`src/design/mem_stage_cfg.svh`:
```
`ifndef MEM_STAGE_CFG_SVH
`define MEM_STAGE_CFG_SVH

// data and address width
`define MEM_DW 32

// upper physical address that marks the uncached device window
`define MEM_UNCACHE_TAG 16'h1faf

// lowest bit of the region tag inside the physical address
`define MEM_TAG_LSB 16

// kseg bits dropped by the fixed virtual to physical mapping
`define MEM_PADDR_MASK_BITS 3

`endif

```
`src/design/mem_stage_pkg.sv`:
```
package mem_stage_pkg;

    // cp0 cause codes seen by the memory stage
    typedef enum logic [4:0] {
        EXC_INT  = 5'd0,
        EXC_ADEL = 5'd4,   // load or fetch address error
        EXC_ADES = 5'd5,   // store address error
        EXC_OV   = 5'd12   // arithmetic overflow
    } exc_code_e;

    // load/store selector as produced by the decoder
    typedef enum logic [2:0] {
        DM_SB  = 3'b000,
        DM_SH  = 3'b001,
        DM_SW  = 3'b010,
        DM_LB  = 3'b011,
        DM_LBU = 3'b100,
        DM_LH  = 3'b101,
        DM_LHU = 3'b110,
        DM_LW  = 3'b111
    } dm_sel_e;

endpackage

```
`src/design/mem1_exception.sv`:
```
`timescale 1ns/1ns
`include "mem_stage_cfg.svh"

module mem1_exception (
    input  logic                    overflow,
    input  logic                    exc_in,
    input  mem_stage_pkg::exc_code_e exc_code_in,
    input  logic                    dm_rd,
    input  logic                    dm_wr,
    input  mem_stage_pkg::dm_sel_e  dm_sel,
    input  logic [`MEM_DW-1:0]      alu_out,
    input  logic [`MEM_DW-1:0]      pc,
    output logic                    exception,
    output mem_stage_pkg::exc_code_e exc_code,
    output logic [`MEM_DW-1:0]      badvaddr
);
    import mem_stage_pkg::*;

    logic store_misalign;
    logic load_misalign;

    assign store_misalign = dm_wr && ((dm_sel == DM_SW && alu_out[1:0] != 2'b00) ||
                                      (dm_sel == DM_SH && alu_out[0]));

    assign load_misalign = dm_rd && ((dm_sel == DM_LW && alu_out[1:0] != 2'b00) ||
                                     ((dm_sel == DM_LH || dm_sel == DM_LHU) && alu_out[0]));

    // an upstream exception always wins, then ov, ades, adel
    always_comb begin
        exception = exc_in;
        exc_code  = exc_code_in;
        badvaddr  = pc;
        if (!exc_in) begin
            if (overflow) begin
                exception = 1'b1;
                exc_code  = EXC_OV;
                badvaddr  = '0;       // no address involved
            end else if (store_misalign) begin
                exception = 1'b1;
                exc_code  = EXC_ADES;
                badvaddr  = alu_out;
            end else if (load_misalign) begin
                exception = 1'b1;
                exc_code  = EXC_ADEL;
                badvaddr  = alu_out;
            end
        end
    end

    // the upstream code is consumed only when flagged, it must be resolved by then
    exc_code_known : assert final (!exception || !$isunknown(exc_code))
        else $error("exception raised with unknown exc_code");

endmodule

```
`src/design/mem1_access_prep.sv`:
```
`timescale 1ns/1ns
`include "mem_stage_cfg.svh"

module mem1_access_prep (
    input  logic [`MEM_DW-1:0]     alu_out,
    input  logic [`MEM_DW-1:0]     wdata,
    input  mem_stage_pkg::dm_sel_e dm_sel,
    input  logic                   dm_rd,
    input  logic                   dm_wr,
    input  logic                   exception,
    input  logic                   eret_flush,
    output logic [`MEM_DW-1:0]     paddr,
    output logic                   uncached,
    output logic                   access,
    output logic [3:0]             wstrb,
    output logic [`MEM_DW-1:0]     wdata_lane
);
    import mem_stage_pkg::*;

    logic [4:0] lane_shift;

    // unmapped segments just drop the segment bits
    assign paddr = {{`MEM_PADDR_MASK_BITS{1'b0}}, alu_out[`MEM_DW-`MEM_PADDR_MASK_BITS-1:0]};

    assign uncached = (paddr[`MEM_DW-1:`MEM_TAG_LSB] == `MEM_UNCACHE_TAG);

    assign access = (dm_rd || dm_wr) && !exception && !eret_flush;

    assign lane_shift = {paddr[1:0], 3'b000};   // byte offset in bits

    always_comb begin
        wstrb = 4'b0000;
        if (access && dm_wr) begin
            case (dm_sel)
                DM_SB:   wstrb = 4'b0001 << paddr[1:0];
                DM_SH:   wstrb = paddr[1] ? 4'b1100 : 4'b0011;
                DM_SW:   wstrb = 4'b1111;
                default: wstrb = 4'b0000;
            endcase
        end
    end

    always_comb begin
        case (dm_sel)
            DM_SB:   wdata_lane = {24'd0, wdata[7:0]} << lane_shift;
            DM_SH:   wdata_lane = {16'd0, wdata[15:0]} << {paddr[1], 4'b0000};
            default: wdata_lane = wdata;
        endcase
    end

endmodule

```
`src/design/mem_pipe_reg.sv`:
```
`timescale 1ns/1ns
`include "mem_stage_cfg.svh"

module mem_pipe_reg (
    input  logic                     clk,
    input  logic                     reset,
    input  logic                     load,
    input  logic                     stall,
    input  logic [`MEM_DW-1:0]       pc,
    input  mem_stage_pkg::dm_sel_e   dm_sel,
    input  logic                     wr,
    input  logic                     exception,
    input  mem_stage_pkg::exc_code_e exc_code,
    input  logic [`MEM_DW-1:0]       badvaddr,
    input  logic [`MEM_DW-1:0]       paddr,
    input  logic                     uncached,
    input  logic                     access,
    input  logic [3:0]               wstrb,
    input  logic [`MEM_DW-1:0]       wdata,
    output logic                     valid,
    output logic [`MEM_DW-1:0]       m2_pc,
    output mem_stage_pkg::dm_sel_e   m2_dm_sel,
    output logic                     m2_wr,
    output logic                     m2_exception,
    output mem_stage_pkg::exc_code_e m2_exc_code,
    output logic [`MEM_DW-1:0]       m2_badvaddr,
    output logic [`MEM_DW-1:0]       m2_paddr,
    output logic                     m2_uncached,
    output logic                     m2_access,
    output logic [3:0]               m2_wstrb,
    output logic [`MEM_DW-1:0]       m2_wdata
);

    always_ff @(posedge clk) begin
        if (reset) begin
            valid <= 1'b0;
        end else if (load) begin
            valid <= 1'b1;
        end else if (!stall) begin
            valid <= 1'b0;   // item retired, nothing new behind it
        end
    end

    always_ff @(posedge clk) begin
        if (load) begin
            m2_pc        <= pc;
            m2_dm_sel    <= dm_sel;
            m2_wr        <= wr;
            m2_exception <= exception;
            m2_exc_code  <= exc_code;
            m2_badvaddr  <= badvaddr;
            m2_paddr     <= paddr;
            m2_uncached  <= uncached;
            m2_access    <= access;
            m2_wstrb     <= wstrb;
            m2_wdata     <= wdata;
        end
    end

    // the port sequencer relies on a frozen request while it waits for ack
    hold_under_stall : assert property (@(posedge clk) disable iff (reset)
        stall |=> $stable({m2_pc, m2_paddr, m2_wdata, m2_wstrb, m2_access, m2_uncached}))
        else $error("MEM2 contents changed during stall");

endmodule

```
`src/design/mem2_port_ctrl.sv`:
```
`timescale 1ns/1ns
`include "mem_stage_cfg.svh"

module mem2_port_ctrl (
    input  logic                   clk,
    input  logic                   reset,
    input  logic                   valid,
    input  logic                   m2_access,
    input  logic                   m2_uncached,
    input  logic                   m2_wr,
    input  logic [`MEM_DW-1:0]     m2_paddr,
    input  logic [`MEM_DW-1:0]     m2_wdata,
    input  logic [3:0]             m2_wstrb,
    input  mem_stage_pkg::dm_sel_e m2_dm_sel,
    input  logic                   dc_ack,
    input  logic                   uc_ack,
    input  logic [`MEM_DW-1:0]     dc_rdata,
    input  logic [`MEM_DW-1:0]     uc_rdata,
    output logic                   stall,
    output logic                   done,
    output logic [`MEM_DW-1:0]     rdata_ext,
    output logic                   dc_req,
    output logic                   dc_wr,
    output logic                   uc_req,
    output logic                   uc_wr,
    output logic [`MEM_DW-1:0]     dc_addr,
    output logic [`MEM_DW-1:0]     dc_wdata,
    output logic [`MEM_DW-1:0]     uc_addr,
    output logic [`MEM_DW-1:0]     uc_wdata,
    output logic [3:0]             dc_wstrb,
    output logic [3:0]             uc_wstrb
);
    import mem_stage_pkg::*;

    typedef enum logic [1:0] {PS_IDLE, PS_REQ, PS_RELEASE, PS_DONE} port_state_e;

    port_state_e        state;
    logic               ack_sel;
    logic [`MEM_DW-1:0] rdata_sel;
    logic [`MEM_DW-1:0] rdata_q;
    logic [7:0]         byte_sel;
    logic [15:0]        half_sel;

    assign ack_sel   = m2_uncached ? uc_ack : dc_ack;
    assign rdata_sel = m2_uncached ? uc_rdata : dc_rdata;

    always_ff @(posedge clk) begin
        if (reset) begin
            state <= PS_IDLE;
        end else begin
            case (state)
                PS_IDLE:    if (valid) state <= m2_access ? PS_REQ : PS_DONE;
                PS_REQ:     if (ack_sel) state <= PS_RELEASE;
                PS_RELEASE: if (!ack_sel) state <= PS_DONE;   // wait for ack low
                default:    state <= PS_IDLE;
            endcase
        end
    end

    always_ff @(posedge clk) begin
        if (state == PS_REQ && ack_sel) begin
            rdata_q <= rdata_sel;
        end
    end

    assign done  = (state == PS_DONE);
    assign stall = valid && !done;

    // only the selected port sees the request
    assign dc_req   = (state == PS_REQ) && !m2_uncached;
    assign uc_req   = (state == PS_REQ) && m2_uncached;
    assign dc_wr    = m2_wr && !m2_uncached;
    assign uc_wr    = m2_wr && m2_uncached;
    assign dc_addr  = m2_uncached ? '0 : m2_paddr;
    assign uc_addr  = m2_uncached ? m2_paddr : '0;
    assign dc_wdata = m2_uncached ? '0 : m2_wdata;
    assign uc_wdata = m2_uncached ? m2_wdata : '0;
    assign dc_wstrb = m2_uncached ? 4'b0000 : m2_wstrb;
    assign uc_wstrb = m2_uncached ? m2_wstrb : 4'b0000;

    assign byte_sel = rdata_q[{m2_paddr[1:0], 3'b000} +: 8];
    assign half_sel = rdata_q[{m2_paddr[1], 4'b0000} +: 16];

    always_comb begin
        case (m2_dm_sel)
            DM_LB:   rdata_ext = {{24{byte_sel[7]}}, byte_sel};
            DM_LBU:  rdata_ext = {24'd0, byte_sel};
            DM_LH:   rdata_ext = {{16{half_sel[15]}}, half_sel};
            DM_LHU:  rdata_ext = {16'd0, half_sel};
            default: rdata_ext = rdata_q;   // lw and the unused store case
        endcase
    end

    // four-phase rule: a new request starts only once ack has dropped
    req_after_ack_low : assert property (@(posedge clk) disable iff (reset)
        $rose(dc_req || uc_req) |-> !(dc_ack || uc_ack))
        else $error("memory request raised while ack still high");

endmodule

```
`src/design/mem_stage_top.sv`:
```
`timescale 1ns/1ns
`include "mem_stage_cfg.svh"

module mem_stage_top (
    input  logic                     clk,
    input  logic                     reset,
    input  logic                     in_valid,
    output logic                     in_ready,
    input  logic [`MEM_DW-1:0]       pc,
    input  logic [`MEM_DW-1:0]       alu_out,
    input  logic [`MEM_DW-1:0]       wdata,
    input  mem_stage_pkg::dm_sel_e   dm_sel,
    input  logic                     dm_rd,
    input  logic                     dm_wr,
    input  logic                     overflow,
    input  logic                     exc_in,
    input  mem_stage_pkg::exc_code_e exc_code_in,
    input  logic                     eret_flush,
    output logic                     output_valid,
    output logic [`MEM_DW-1:0]       out_pc,
    output logic [`MEM_DW-1:0]       out_rdata,
    output logic                     out_exception,
    output mem_stage_pkg::exc_code_e out_exc_code,
    output logic [`MEM_DW-1:0]       out_badvaddr,
    output logic                     dc_req,
    output logic                     dc_wr,
    output logic [`MEM_DW-1:0]       dc_addr,
    output logic [3:0]               dc_wstrb,
    output logic [`MEM_DW-1:0]       dc_wdata,
    input  logic [`MEM_DW-1:0]       dc_rdata,
    input  logic                     dc_ack,
    output logic                     uc_req,
    output logic                     uc_wr,
    output logic [`MEM_DW-1:0]       uc_addr,
    output logic [3:0]               uc_wstrb,
    output logic [`MEM_DW-1:0]       uc_wdata,
    input  logic [`MEM_DW-1:0]       uc_rdata,
    input  logic                     uc_ack
);
    import mem_stage_pkg::*;

    logic               exception;
    exc_code_e          exc_code;
    logic [`MEM_DW-1:0] badvaddr;
    logic [`MEM_DW-1:0] paddr;
    logic               uncached;
    logic               access;
    logic [3:0]         wstrb;
    logic [`MEM_DW-1:0] wdata_lane;
    logic               load;
    logic               stall;
    logic               valid;
    dm_sel_e            m2_dm_sel;
    logic               m2_wr;
    logic [`MEM_DW-1:0] m2_paddr;
    logic               m2_uncached;
    logic               m2_access;
    logic [3:0]         m2_wstrb;
    logic [`MEM_DW-1:0] m2_wdata;

    assign in_ready = !stall;
    assign load     = in_valid && in_ready;

    mem1_exception u_exception (
        .overflow(overflow), .exc_in(exc_in), .exc_code_in(exc_code_in),
        .dm_rd(dm_rd), .dm_wr(dm_wr), .dm_sel(dm_sel), .alu_out(alu_out), .pc(pc),
        .exception(exception), .exc_code(exc_code), .badvaddr(badvaddr)
    );

    mem1_access_prep u_access_prep (
        .alu_out(alu_out), .wdata(wdata), .dm_sel(dm_sel), .dm_rd(dm_rd), .dm_wr(dm_wr),
        .exception(exception), .eret_flush(eret_flush),
        .paddr(paddr), .uncached(uncached), .access(access), .wstrb(wstrb),
        .wdata_lane(wdata_lane)
    );

    mem_pipe_reg u_pipe_reg (
        .clk(clk), .reset(reset), .load(load), .stall(stall),
        .pc(pc), .dm_sel(dm_sel), .wr(dm_wr), .exception(exception), .exc_code(exc_code),
        .badvaddr(badvaddr), .paddr(paddr), .uncached(uncached), .access(access),
        .wstrb(wstrb), .wdata(wdata_lane),
        .valid(valid), .m2_pc(out_pc), .m2_dm_sel(m2_dm_sel), .m2_wr(m2_wr),
        .m2_exception(out_exception), .m2_exc_code(out_exc_code),
        .m2_badvaddr(out_badvaddr), .m2_paddr(m2_paddr), .m2_uncached(m2_uncached),
        .m2_access(m2_access), .m2_wstrb(m2_wstrb), .m2_wdata(m2_wdata)
    );

    mem2_port_ctrl u_port_ctrl (
        .clk(clk), .reset(reset), .valid(valid), .m2_access(m2_access),
        .m2_uncached(m2_uncached), .m2_wr(m2_wr), .m2_paddr(m2_paddr), .m2_wdata(m2_wdata),
        .m2_wstrb(m2_wstrb), .m2_dm_sel(m2_dm_sel),
        .dc_ack(dc_ack), .uc_ack(uc_ack), .dc_rdata(dc_rdata), .uc_rdata(uc_rdata),
        .stall(stall), .done(output_valid), .rdata_ext(out_rdata),
        .dc_req(dc_req), .dc_wr(dc_wr), .uc_req(uc_req), .uc_wr(uc_wr),
        .dc_addr(dc_addr), .dc_wdata(dc_wdata), .uc_addr(uc_addr), .uc_wdata(uc_wdata),
        .dc_wstrb(dc_wstrb), .uc_wstrb(uc_wstrb)
    );

endmodule

```
`config.mk`:
```
export PLATFORM = sky130hd
export DESIGN_NAME = mem_stage_top
export DESIGN_NICKNAME = d
export VERILOG_FILES = /design/src/design/mem_stage_pkg.sv /design/src/design/mem1_exception.sv /design/src/design/mem1_access_prep.sv /design/src/design/mem_pipe_reg.sv /design/src/design/mem2_port_ctrl.sv /design/src/design/mem_stage_top.sv
export VERILOG_INCLUDE_DIRS = /design/src /design/src/design
export SDC_FILE = /design/constraint.sdc
export NUM_CORES = 1
export LEC_CHECK = 0
export ABC_AREA = 0
export BUFFER_PORTS_ARGS = -buffer_cell sky130_fd_sc_hd__clkbuf_2
export CORE_AREA = 2 2 163 165
export CTS_CLUSTER_SIZE = 16
export DETAILED_ROUTE_END_ITERATION = 8
export DIE_AREA = 0 0 165 167
export HOLD_SLACK_MARGIN = 0.1
export PLACE_DENSITY = 0.63
export SLEW_MARGIN = 20
export SYNTH_ARGS = -nofsm -noshare
export SYNTH_HDL_FRONTEND = slang
export SYNTH_SLANG_ARGS = --single-unit
```
`constraint.sdc`:
```
create_clock -name clk -period 8.87 [get_ports clk]
set_input_delay 1.774 -clock clk [delete_from_list [all_inputs] [get_ports clk]]
set_output_delay 1.774 -clock clk [all_outputs]
set_load 0.05 [all_outputs]
```
Yosys cells after proc, flatten, opt, wreduce, memory -nomap -nowiden:

Index checks and enable logic that the tools add are counted.

* bits of input ports: 178
* logic and storage cells: 96
* register bits: 176

* eq/ne operators: 17
* shift-type cells: 5
* reduce and logical (&&, ||, !) cells: 29
* muxes and demuxes: 31

Operators with widths (count)
* 32-bit 2-to-1 mux: 7
* 32-bit case mux with 4 select lines: 1
* 32-bit case mux with 2 select lines: 1
* 29-bit 2-to-1 mux: 2
* 32-bit by 6-bit indexed part select with 16-bit output: 1
* 32-bit by 6-bit indexed part select with 8-bit output: 1
* 16-bit by 5-bit left shift with 32-bit output: 1
* 8-bit by 5-bit left shift with 32-bit output: 1
* 5-bit 2-to-1 mux: 4
* 3-bit == test (second input constant): 6
* 1-bit logical AND: 16
* 13-bit == test (second input constant): 1
* 4-bit 2-to-1 mux: 3
* 4-bit case mux with 3 select lines: 1
* 2-bit 2-to-1 mux: 4
* 1-bit 2-to-1 mux: 7
* 3-bit by 2-bit == test with 1-bit output (second input constant): 2
* 2-bit inequality test (second input constant): 3
* 2-bit case mux with 3 select lines: 1
* 1-bit logical NOT: 5
* 2-bit == test (second input constant): 2
* 1-bit logical OR: 4
* 1-bit by 2-bit left shift with 4-bit output (first input constant): 1
* 3-bit by 1-bit == test with 1-bit output (second input constant): 1
* 6 further kinds: 6

Depth between registers and ports, before layout:

Gate-level depths: netlist (run 1).

* word-level depth: 13
* mapped depth: 6
* depth with buffers taken out: 5

Hierarchy:

Synthesis (run 1) repeated with hierarchy kept, for this count alone.

* cells, all modules: 851
* area, all modules: 9942.0 um^2

Modules (own cells, without submodules)
* mem_pipe_reg: sequential area each 4344.2 um^2, instances 1, area each 4352.9 um^2, cells an instance 147
* mem2_port_ctrl: sequential area each 1001.0 um^2, instances 1, area each 3702.3 um^2, cells an instance 421
* mem1_exception: sequential area each 0.0 um^2, instances 1, area each 1103.6 um^2, cells an instance 164
* mem1_access_prep: sequential area each 0.0 um^2, instances 1, area each 773.2 um^2, cells an instance 117
* mem_stage_top: sequential area each 0.0 um^2, instances 1, area each 10.0 um^2, cells an instance 2

Least setup slack after synthesis (run 1):

No wires, ideal clock.

* path type: input -> register
* from: in in_valid
* to: reg u_pipe_reg.m2_access, enable pin
* buffers on the path: 0
* data required time: 8.353 ns
* setup time: 0.517 ns
* data arrival time: 4.997 ns
* cell stages on the path: 1
* path slack: 3.357 ns
* cells stage by stage: and2_1

* word-level cells in the longest chain between the ends: 1

Ends and longest elaborated chain
* start: declaration: line mem_stage_top.sv:7 `input logic in_valid,`
* 1-bit logical AND: line mem_stage_top.sv:62 `assign load = in_valid && in_ready;`
* end signal: assignment: line mem_pipe_reg.sv:54 `m2_access <= access;`
* end: declaration: line mem_pipe_reg.sv:29 `output logic m2_access,`

Every way passes these cells.
A chain may end at the register's enable or synchronous reset.

Worst setup path in the final report (run 1):

* from: reg u_pipe_reg.m2_paddr[1]
* to: out out_rdata[23]

* word-level cells in the longest chain between the ends: 2
* elaborated cells between the ends (all ways): 3

Ends and longest elaborated chain
* start: declaration: line mem_pipe_reg.sv:27 `` output logic [`MEM_DW-1:0] m2_paddr, ``
* start signal: assignment: line mem_pipe_reg.sv:52 `m2_paddr <= paddr;`
* 32-bit by 6-bit indexed part select with 16-bit output / 32-bit by 6-bit indexed part select with 8-bit output (equally long branches): line mem2_port_ctrl.sv:82, mem2_port_ctrl.sv:81
* 32-bit case mux with 4 select lines *: line mem2_port_ctrl.sv:85 `case (m2_dm_sel)`
* end: declaration: line mem_stage_top.sv:21 `` output logic [`MEM_DW-1:0] out_rdata, ``

Every way passes the cells marked *; elsewhere a longest branch is shown, timed or not.

==> metrics.txt, run 1 <==
# TYPE chip_impl_metric gauge
chip_impl_metric{name="areaGrowthSynthToFinish",unit="%"} 29.4
chip_impl_info{name="ys_dominant_reg_cell",value="edfxtp_1"} 1
chip_impl_info{name="crit_path_start_kind",value="flop"} 1
chip_impl_metric{name="critPathArrivalTime",unit="ns"} 3.15
chip_impl_info{name="worstSetupPathType",value="flop to primary output"} 1
chip_impl_metric{name="vias_per_cell",unit=""} 5.14
chip_impl_info{name="cts_tree",value="done"} 1
chip_impl_info{name="timing.critical_path.to_type",value="primary output"} 1
chip_impl_metric{name="initial_utilization",unit="%"} 37.4
chip_impl_info{name="run_status",value="completed"} 1
chip_impl_metric{name="synth_area",unit="mm^2"} 0.00965
chip_impl_metric{name="synth-seq-area-share",unit="%"} 54.5
chip_impl_metric{name="post_cts_resized",unit=""} 0
chip_impl_metric{name="fp.dieArea",unit="mm^2"} 0.0276
chip_impl_metric{name="final.setup.worst_slack",unit="ns"} 3.95
chip_impl_metric{name="route.detailed.wl_per_inst",unit="um"} 19.1
chip_impl_metric{name="vias_in_the_first_global_route",unit=""} 7933
chip_impl_metric{name="final-max-slew-violation-count",unit=""} 0
chip_impl_metric{name="antennaDiodeCount",unit=""} 0
chip_impl_metric{name="fin_cells",unit=""} 1602
chip_impl_metric{name="floorplan_row_count",unit=""} 59
chip_impl_metric{name="synth_largest_type_area_fraction",unit="%"} 53.8
chip_impl_metric{name="dr.pass1.iters",unit=""} 5
chip_impl_metric{name="worst_ep_required_time",unit="ns"} 7.10
chip_impl_metric{name="grt_first_pass_wirelength",unit="mm"} 45.4
chip_impl_metric{name="drt_drc_violations_left",unit=""} 0
chip_impl_metric{name="detailroute.via_count",unit=""} 8237
chip_impl_metric{name="tightestPinTransition",unit="ns"} 1.02
chip_impl_metric{name="gr-total-overflow",unit=""} 0
chip_impl_metric{name="ir_drop",unit="uV"} 106
chip_impl_info{name="netlist_top_cells_area",value="edfxtp_1, nor2b_1, and2_1"} 1
chip_impl_metric{name="port-buffer-count",unit=""} 415
chip_impl_metric{name="p_leak",unit="nW"} 5.37
chip_impl_metric{name="grt_use_total",unit="%"} 21.7
chip_impl_metric{name="max_cap_viol_count",unit=""} 0
chip_impl_metric{name="cts-buffers-inserted",unit=""} 17
chip_impl_metric{name="clock_pin_transition_on_the_worst_setup_and_hold_timing_paths",unit="ns"} 0.07
chip_impl_metric{name="ys_ff_latch",unit=""} 176
chip_impl_info{name="path_type_of_the_worst_min_delay_path",value="flop to flop"} 1
chip_impl_metric{name="numPlacedInstances",unit=""} 1569
chip_impl_metric{name="synth_area_per_cell",unit="um^2"} 10.9
chip_impl_metric{name="utilization",unit="%"} 48.4
chip_impl_metric{name="cp_max_fo",unit=""} 25
chip_impl_metric{name="dieWidth",unit="um"} 165
chip_impl_metric{name="core-area",unit="mm^2"} 0.0258
chip_impl_metric{name="post_route_cells_drive_above_1_share",unit="%"} 39.9
chip_impl_metric{name="timing.final.crit_period",unit="ns"} 4.92
chip_impl_metric{name="grt_antenna_before_repair",unit=""} 3
chip_impl_metric{name="achievable-frequency",unit="GHz"} 0.203
chip_impl_info{name="synth.top_cells.by_count",value="edfxtp_1, nor2b_1, and2_1"} 1
chip_impl_metric{name="cts_num_sinks",unit=""} 176
chip_impl_metric{name="number_of_flops_mapped_to_enable_cells_by_yosys",unit=""} 173
chip_impl_metric{name="synthArstFlopShare",unit="%"} 0
chip_impl_metric{name="cts_buffer_depth",unit=""} 2
chip_impl_metric{name="timing_hold_violations_final",unit=""} 0
chip_impl_metric{name="routabilityCongestion",unit=""} 0.902
chip_impl_metric{name="io_pins",unit=""} 422
chip_impl_metric{name="detail_route.iter0.violations",unit=""} 677
chip_impl_metric{name="clock-skew-final",unit="ns"} 0.0155
chip_impl_metric{name="power",unit="mW"} 2.61
chip_impl_metric{name="timing.max_slew.rel_slack",unit="%"} 31.7
chip_impl_metric{name="fin_setup_tns",unit="ns"} 0
chip_impl_metric{name="cts_max_level",unit=""} 4
chip_impl_metric{name="die_span_y",unit="um"} 167
chip_impl_metric{name="hpwl_dp",unit="mm"} 22.5
chip_impl_info{name="grt_setup_unrepaired",value="false"} 1
chip_impl_metric{name="grt_max_degree",unit=""} 101
chip_impl_metric{name="nets",unit=""} 1437
chip_impl_info{name="post_synth_top_area_cell",value="edfxtp_1"} 1
chip_impl_info{name="cts_root_buf",value="clkbuf_16"} 1
chip_impl_metric{name="dp_slack",unit="ns"} 4.29
chip_impl_metric{name="synthDistinctLibCells",unit=""} 60
chip_impl_info{name="count_leader_synth",value="edfxtp_1"} 1
chip_impl_metric{name="worstSkewPairLatency",unit="ns"} 0.43
chip_impl_metric{name="cts_setup_buffers",unit=""} 0
chip_impl_metric{name="timing.final.crit_share",unit="%"} 55.5
chip_impl_metric{name="fillerInstances",unit=""} 2457
chip_impl_metric{name="cts_hold_buffers",unit=""} 0
chip_impl_metric{name="synth.yosys.warnings",unit=""} 0
chip_impl_metric{name="power_density",unit="mW/mm^2"} 209
chip_impl_metric{name="ant_nets",unit=""} 0
chip_impl_metric{name="detail_route.wirelength",unit="mm"} 30.6
chip_impl_metric{name="setup-violations-final",unit=""} 0
chip_impl_metric{name="synthCells",unit=""} 885
[routing by layer]
layer  wire length, um  vias up  track usage [%]
met1             11900     3903             25.7
met2             15400      369             37.2
met5                24        -                0
met3              2740       37             7.35
li1                  -     3924                -
met4               549        4             6.01
[per-stage QoR]
step / area (um^2) / hold slack (ns)
floorplan: 9670 / 0.492
global placement: 11900 / 0.520
detailed placement: 11900 / 0.527
CTS: 12400 / 0.541
global route: 12500 / 0.576
finish: 12500 / 0.542
[registers in the layout, summed over array words and instances, names as in the netlist, 2 cells and up]
name,flops
u_pipe_reg.m2_wdata,32
u_pipe_reg.m2_badvaddr,32
u_port_ctrl.state,2
u_pipe_reg.m2_dm_sel,3
u_pipe_reg.m2_exc_code,5
u_pipe_reg.m2_paddr,29
u_port_ctrl.rdata_q,32
u_pipe_reg.m2_wstrb,4
u_pipe_reg.m2_pc,32
[report_power, final]
part           switching (mW)  internal (mW)  total [mW]
Sequential             0.0549           1.02        1.07
Combinational           0.587          0.207       0.794
Clock                   0.367          0.375       0.741
[worst paths after layout]
check	slack [ns]	from	end	cells past startpoint
worst max-delay path	3.95	u_pipe_reg.m2_paddr[1]	out_rdata[23]	4
worst min-delay path	0.54	u_pipe_reg.valid	u_pipe_reg.valid	2
worst max register to register	6.02	u_port_ctrl.state[1]	u_pipe_reg.m2_paddr[6]	4
worst min register to register	0.54	u_pipe_reg.valid	u_pipe_reg.valid	2
[layout by cell type, fill, tap and decap left out, drive strengths merged, types with 3 or more instances in the layout]
cell type	instances
mux2	41
o22ai	3
o21ai	47
clkbuf	432
buf	9
and2	79
o31ai	8
nor3	3
a2bb2oi	3
inv	67
a31oi	4
edfxtp	173
conb	6
ha	5
nor2	22
a22o	11
nand2b	13
nand2	61
a22oi	10
nor3b	33
o21a	12
a222oi	8
nor2b	86
o211ai	16
o311ai	31
o221ai	5
nand3	8
or2	3
dfxtp	3
a21oi	35
clkinv	7
[critical path, stage by stage (launching register included)]
cell and delay (ns):
edfxtp_1 0.92, mux4_2 0.60, or3b_1 0.69, o211ai_1 0.21, clkbuf_2 0.30
[cell type report]
cell class / instances / area [um^2] / area share [%]
Tap cell: 335 / 419 / 3.36
Clock buffer: 17 / 425 / 3.41
Clock inverter: 15 / 143 / 1.14
Sequential cell: 176 / 5260 / 42.1
Inverter: 59 / 221 / 1.77
Timing Repair Buffer: 424 / 2160 / 17.3
Multi-Input combinational cell: 576 / 3850 / 30.9
[logic make-up after synthesis]
group | after synthesis | share of synthesized area, %
and+or+nand+nor | 321 | 19.2
AOI/OAI and AO/OA | 199 | 14.3
DFF | 176 | 54.5
buffers and inverters | 138 | 5.97
muxes | 43 | 5.16
adders and majority gates | 5 | 0.648
xor gates and xnor gates | 2 | 0.182
other | 1 | 0.0389
Note: power is estimated with default switching activity, not from simulation.
==> run 2, diff against run 1 <==
Clock period 8.87 ns to 4.63 ns, I/O delays scaled along.
==> metrics.txt, run 2 (same netlist as run 1, synthesis figures left out) <==
# TYPE chip_impl_metric gauge
chip_impl_info{name="run_status",value="completed"} 1
chip_impl_info{name="most-common-layout-cells",value="clkbuf_2, edfxtp_1, nor2b_1"} 1
chip_impl_metric{name="route.detailed.wl_per_inst",unit="um"} 18.7
chip_impl_metric{name="detailroute.via_count",unit=""} 8190
chip_impl_metric{name="cts-buffers-inserted",unit=""} 17
chip_impl_metric{name="clock-skew-final",unit="ns"} 0.0256
chip_impl_info{name="path_delay_family",value="flip-flops"} 1
chip_impl_info{name="cp-startpoint",value="u_pipe_reg.m2_paddr[1]"} 1
chip_impl_info{name="critical-path-slowest-cell",value="edfxtp_1"} 1
chip_impl_metric{name="cts_hold_buffers",unit=""} 0
chip_impl_metric{name="ir_drop",unit="uV"} 297
chip_impl_info{name="grt_setup_unrepaired",value="false"} 1
chip_impl_info{name="worst_min_path_start",value="u_pipe_reg.valid"} 1
chip_impl_metric{name="detail_route.iter0.violations",unit=""} 680
chip_impl_metric{name="detail_route.wirelength",unit="mm"} 30.1
chip_impl_metric{name="grt_antenna_before_repair",unit=""} 0
chip_impl_metric{name="timing_hold_violations_final",unit=""} 0
chip_impl_info{name="cts_root_buf",value="clkbuf_16"} 1
chip_impl_metric{name="worstSkewPairLatency",unit="ns"} 0.44
chip_impl_metric{name="vias_per_cell",unit=""} 5.09
chip_impl_metric{name="timing.max_slew.rel_slack",unit="%"} 32.9
chip_impl_metric{name="clock_pin_transition_on_the_worst_setup_and_hold_timing_paths",unit="ns"} 0.08
chip_impl_metric{name="power_density",unit="mW/mm^2"} 404
chip_impl_metric{name="post_route_cells_drive_above_1_share",unit="%"} 40.3
chip_impl_metric{name="grt_util_met3",unit="%"} 6.28
chip_impl_metric{name="grt_use_total",unit="%"} 21.3
chip_impl_info{name="path_type_of_the_worst_min_delay_path",value="flop to flop"} 1
chip_impl_metric{name="p_leak",unit="nW"} 5.42
chip_impl_metric{name="core-area",unit="mm^2"} 0.0258
chip_impl_metric{name="cts_max_level",unit=""} 4
chip_impl_metric{name="timing.final.crit_share",unit="%"} 86.4
chip_impl_metric{name="initial_utilization",unit="%"} 37.4
chip_impl_metric{name="io_pins",unit=""} 422
chip_impl_info{name="timing.critical_path.cells",value="mux4_2 > or3b_1 > o31ai_1 > clkbuf_2"} 1
chip_impl_metric{name="die_span_y",unit="um"} 167
chip_impl_metric{name="areaGrowthSynthToFinish",unit="%"} 30.3
chip_impl_metric{name="timing.final.crit_period",unit="ns"} 4.00
chip_impl_metric{name="cp_max_fo",unit=""} 25
chip_impl_metric{name="fin_setup_tns",unit="ns"} 0
chip_impl_metric{name="worst-path-buf-inv",unit=""} 1
chip_impl_metric{name="cts_num_sinks",unit=""} 176
chip_impl_metric{name="routabilityCongestion",unit=""} 0.890
chip_impl_metric{name="grt_util_met2",unit="%"} 35.5
chip_impl_metric{name="gr-total-overflow",unit=""} 0
chip_impl_metric{name="fp.dieArea",unit="mm^2"} 0.0276
chip_impl_metric{name="dpl-instance-area",unit="mm^2"} 0.0120
chip_impl_info{name="crit_path_start_kind",value="flop"} 1
chip_impl_metric{name="grt_max_degree",unit=""} 103
chip_impl_metric{name="critPathArrivalTime",unit="ns"} 3.07
chip_impl_metric{name="max_cap_viol_count",unit=""} 0
chip_impl_metric{name="cts_setup_buffers",unit=""} 0
chip_impl_metric{name="port-buffer-count",unit=""} 415
chip_impl_metric{name="tightestPinTransition",unit="ns"} 1.00
chip_impl_metric{name="floorplan_row_count",unit=""} 59
chip_impl_info{name="final_common_cell",value="clkbuf_2"} 1
chip_impl_metric{name="grt_first_pass_wirelength",unit="mm"} 44.9
chip_impl_info{name="regToRegStartpoint",value="u_pipe_reg.m2_uncached"} 1
chip_impl_metric{name="finish.instance_area",unit="mm^2"} 0.0126
chip_impl_metric{name="setup-violations-final",unit=""} 0
chip_impl_metric{name="antennaDiodeCount",unit=""} 0
chip_impl_info{name="timing.critical_path.to_type",value="primary output"} 1
chip_impl_metric{name="seq_area",unit="mm^2"} 0.00526
chip_impl_info{name="busiest_layer",value="met2"} 1
chip_impl_metric{name="worst_ep_required_time",unit="ns"} 3.70
chip_impl_metric{name="dieWidth",unit="um"} 165
chip_impl_metric{name="hpwl_dp",unit="mm"} 22.2
chip_impl_metric{name="vias_in_the_first_global_route",unit=""} 7703
chip_impl_info{name="cts_tree",value="done"} 1
chip_impl_metric{name="final-max-slew-violation-count",unit=""} 0
chip_impl_metric{name="achievable-frequency",unit="GHz"} 0.250
chip_impl_metric{name="dr.pass1.iters",unit=""} 5
chip_impl_metric{name="cpPeakStageDelay",unit="ns"} 0.89
chip_impl_metric{name="ant_nets",unit=""} 0
chip_impl_info{name="worstSetupPathType",value="flop to primary output"} 1
chip_impl_metric{name="grt_util_met1",unit="%"} 27.2
chip_impl_metric{name="fillerInstances",unit=""} 2368
chip_impl_metric{name="nets",unit=""} 1443
chip_impl_metric{name="drt_drc_violations_left",unit=""} 0
chip_impl_metric{name="multiInputGateArea",unit="mm^2"} 0.00384
chip_impl_metric{name="cts_buffer_depth",unit=""} 2
chip_impl_metric{name="post_cts_resized",unit=""} 0
-- run 2: final timing paths --
path                     endpoint  slack [ns]  cells after the start
min              u_pipe_reg.valid        0.54                      2
max reg2reg  u_port_ctrl.state[1]        1.73                      5
min reg2reg      u_pipe_reg.valid        0.54                      2
max                 out_rdata[11]        0.63                      4
-- run 2: cell type report --
cell class / instances / area share [%]
clock buffer: 17 / 3.38
clock inverter: 15 / 1.52
inverter: 59 / 1.76
multi-input combinational: 576 / 30.6
sequential: 176 / 41.8
tap: 335 / 3.33
timing repair buffer: 430 / 17.6
-- run 2: power breakdown --
| part | total (mW) | internal (mW) | switching [mW] |
|---|---|---|---|
| Clock | 1.50 | 0.780 | 0.722 |
| Combinational | 1.52 | 0.400 | 1.12 |
| Sequential | 2.06 | 1.95 | 0.105 |
| Total | 5.08 | 3.13 | 1.95 |
-- run 2: worst reg2reg max path, cell delays in order, from the launching register on --
cell and delay [ns]:
edfxtp_1 0.85, buf_4 0.50, mux2i_1 0.46, mux2_4 0.35, or4_1 0.50, a21oi_1 0.16
-- run 2: layer usage --
layer  wire [um]  vias to the layer above
li1            -                     3929
met1       12100                     3851
met2       15000                      383
met3        2620                       27
met4         413                        0
met5           0                        -
-- run 2: per-stage QoR --
step	cells	utilization, %	hold slack (ns)	power [mW]	worst slack [ns]
detailed placement	1576	46.4	0.533	3.62	1.06
CTS	1608	48.8	0.543	5.12	0.604
finish	1608	48.8	0.541	5.08	0.630
global placement	1576	46.4	0.519	3.61	1.17
floorplan	890	-	0.492	3.19	0.949
global route	1608	48.8	0.580	5.30	0.347
==> run 3, diff against run 2 <==
Settings changed: REMOVE_ABC_BUFFERS set to 1.
==> metrics.txt, run 3 (same netlist as run 1, synthesis figures left out) <==
# TYPE chip_impl_metric gauge
chip_impl_metric{name="grt_first_pass_wirelength",unit="mm"} 43.8
chip_impl_metric{name="grt_max_degree",unit=""} 101
chip_impl_metric{name="io_pins",unit=""} 422
chip_impl_metric{name="gr-total-overflow",unit=""} 0
chip_impl_info{name="critical-path-slowest-cell",value="edfxtp_1"} 1
chip_impl_metric{name="utilization",unit="%"} 48.8
chip_impl_metric{name="hpwl_dp",unit="mm"} 21.7
chip_impl_info{name="most-common-layout-cells",value="clkbuf_2, edfxtp_1, nor2b_1"} 1
chip_impl_metric{name="routabilityCongestion",unit=""} 0.818
chip_impl_metric{name="timing.final.crit_share",unit="%"} 84.8
chip_impl_metric{name="cts_setup_buffers",unit=""} 0
chip_impl_metric{name="ir_drop",unit="uV"} 204
chip_impl_info{name="run_status",value="completed"} 1
chip_impl_metric{name="drt_drc_violations_left",unit=""} 0
chip_impl_metric{name="final-max-slew-violation-count",unit=""} 0
chip_impl_metric{name="detail_route.iter0.violations",unit=""} 439
chip_impl_metric{name="initial_utilization",unit="%"} 37.4
chip_impl_metric{name="areaGrowthSynthToFinish",unit="%"} 30.4
chip_impl_info{name="path_type_of_the_worst_min_delay_path",value="flop to flop"} 1
chip_impl_metric{name="cp_max_fo",unit=""} 24
chip_impl_metric{name="p_leak",unit="nW"} 5.42
chip_impl_metric{name="die_span_y",unit="um"} 167
chip_impl_metric{name="cpPeakStageDelay",unit="ns"} 0.80
chip_impl_metric{name="ant_nets",unit=""} 0
chip_impl_metric{name="detailroute.via_count",unit=""} 8097
chip_impl_metric{name="timing.max_slew.rel_slack",unit="%"} 28.6
chip_impl_metric{name="detail_route.wirelength",unit="mm"} 29.5
chip_impl_metric{name="timing_hold_violations_final",unit=""} 0
chip_impl_metric{name="worst_ep_required_time",unit="ns"} 3.70
chip_impl_metric{name="achievable-frequency",unit="GHz"} 0.255
chip_impl_metric{name="cts_num_sinks",unit=""} 176
chip_impl_metric{name="setup-violations-final",unit=""} 0
chip_impl_metric{name="grt_antenna_before_repair",unit=""} 0
chip_impl_metric{name="worstSkewPairLatency",unit="ns"} 0.44
chip_impl_metric{name="vias_per_cell",unit=""} 5.04
chip_impl_info{name="final_common_cell",value="clkbuf_2"} 1
chip_impl_info{name="cts_root_buf",value="clkbuf_16"} 1
chip_impl_metric{name="fin_setup_tns",unit="ns"} 0
chip_impl_metric{name="critPathArrivalTime",unit="ns"} 3.00
chip_impl_metric{name="port-buffer-count",unit=""} 415
chip_impl_metric{name="dieWidth",unit="um"} 165
chip_impl_metric{name="tightestPinTransition",unit="ns"} 1.06
chip_impl_info{name="cts_tree",value="done"} 1
chip_impl_metric{name="post_cts_resized",unit=""} 0
chip_impl_info{name="crit_path_start_kind",value="flop"} 1
chip_impl_metric{name="cts_hold_buffers",unit=""} 0
chip_impl_metric{name="cts_buffer_depth",unit=""} 2
chip_impl_metric{name="antennaDiodeCount",unit=""} 0
chip_impl_metric{name="post_route_cells_drive_above_1_share",unit="%"} 40.3
chip_impl_metric{name="core-area",unit="mm^2"} 0.0258
chip_impl_metric{name="route.detailed.wl_per_inst",unit="um"} 18.4
chip_impl_metric{name="clock-skew-final",unit="ns"} 0.0282
chip_impl_metric{name="vias_in_the_first_global_route",unit=""} 7644
chip_impl_info{name="worstSetupPathType",value="flop to primary output"} 1
chip_impl_metric{name="cts_max_level",unit=""} 4
chip_impl_metric{name="clock_pin_transition_on_the_worst_setup_and_hold_timing_paths",unit="ns"} 0.07
chip_impl_metric{name="fp.dieArea",unit="mm^2"} 0.0276
chip_impl_metric{name="max_cap_viol_count",unit=""} 0
chip_impl_metric{name="timing.final.crit_period",unit="ns"} 3.92
chip_impl_info{name="grt_setup_unrepaired",value="false"} 1
chip_impl_metric{name="power_density",unit="mW/mm^2"} 405
chip_impl_metric{name="floorplan_row_count",unit=""} 59
chip_impl_metric{name="cts-buffers-inserted",unit=""} 17
chip_impl_metric{name="dr.pass1.iters",unit=""} 6
chip_impl_info{name="timing.critical_path.to_type",value="primary output"} 1
chip_impl_info{name="timing.critical_path.cells",value="nand2_1 > or3b_1 > o211ai_1 > clkbuf_2"} 1
chip_impl_metric{name="grt_use_total",unit="%"} 20.9
chip_impl_metric{name="nets",unit=""} 1442
run 3: changes by cell type in the layout (fill, tap and decap cells not counted), sizes merged:
cell    previous run  this run
buf               15        14
clkinv             8         7
inv               65        66
run 3: layout make-up:
class,count,area (um^2)
repair buffers,429,2190
clock buffers,17,425
flip-flops and latches,176,5260
clock inverters,15,215
multi-input cells,576,3850
fillers,2405,13200
inverters,59,221
well taps,335,419
run 3: per-stage QoR:
step           total power, mW  cells  worst slack [ns]  cell area, um^2  hold WS, ns
6_report                  5.09   1607             0.705            12600        0.531
5_1_grt                   5.31   1607             0.520            12600        0.567
2_1_floorplan             3.16    811            -0.588             9310        0.492
3_5_place_dp              3.60   1575              1.18            11900        0.528
3_3_place_gp              3.59   1575              1.30            11900        0.516
4_1_cts                   5.15   1607             0.728            12600        0.540
run 3: final timing paths:
kind / from / end / slack [ns] / cells past startpoint
worst max-delay path: u_pipe_reg.m2_dm_sel[0] / out_rdata[16] / 0.71 / 4
worst min register to register: u_pipe_reg.valid / u_pipe_reg.valid / 0.53 / 2
worst min-delay path: u_pipe_reg.valid / u_pipe_reg.valid / 0.53 / 2
worst max register to register: u_pipe_reg.m2_uncached / u_port_ctrl.state[1] / 2.08 / 5
run 3: per-layer routing:
| layer | share of wire [%] | GRT usage (%) | vias to the layer above |
|---|---|---|---|
| li1 | - | - | 3930 |
| met1 | 39 | 24.7 | 3803 |
| met2 | 50 | 35.9 | 342 |
| met3 | 9.5 | 7.77 | 22 |
| met4 | 1.2 | 4.69 | 0 |
| met5 | 0 | 0 | - |
run 3: worst max-delay path: cells and delay by family, from the launching register on:
kind | cells | cell delay [ns]
AOI/OAI and AO/OA | 1 | 0.26
DFF | 1 | 0.80
and+or+nand+nor | 2 | 1.18
buffers and inverters | 1 | 0.33
run 3: power breakdown:
part,switching (mW),internal (mW)
Sequential,0.0964,1.95
Clock,0.738,0.795
Combinational,1.11,0.398
Total,1.95,3.14
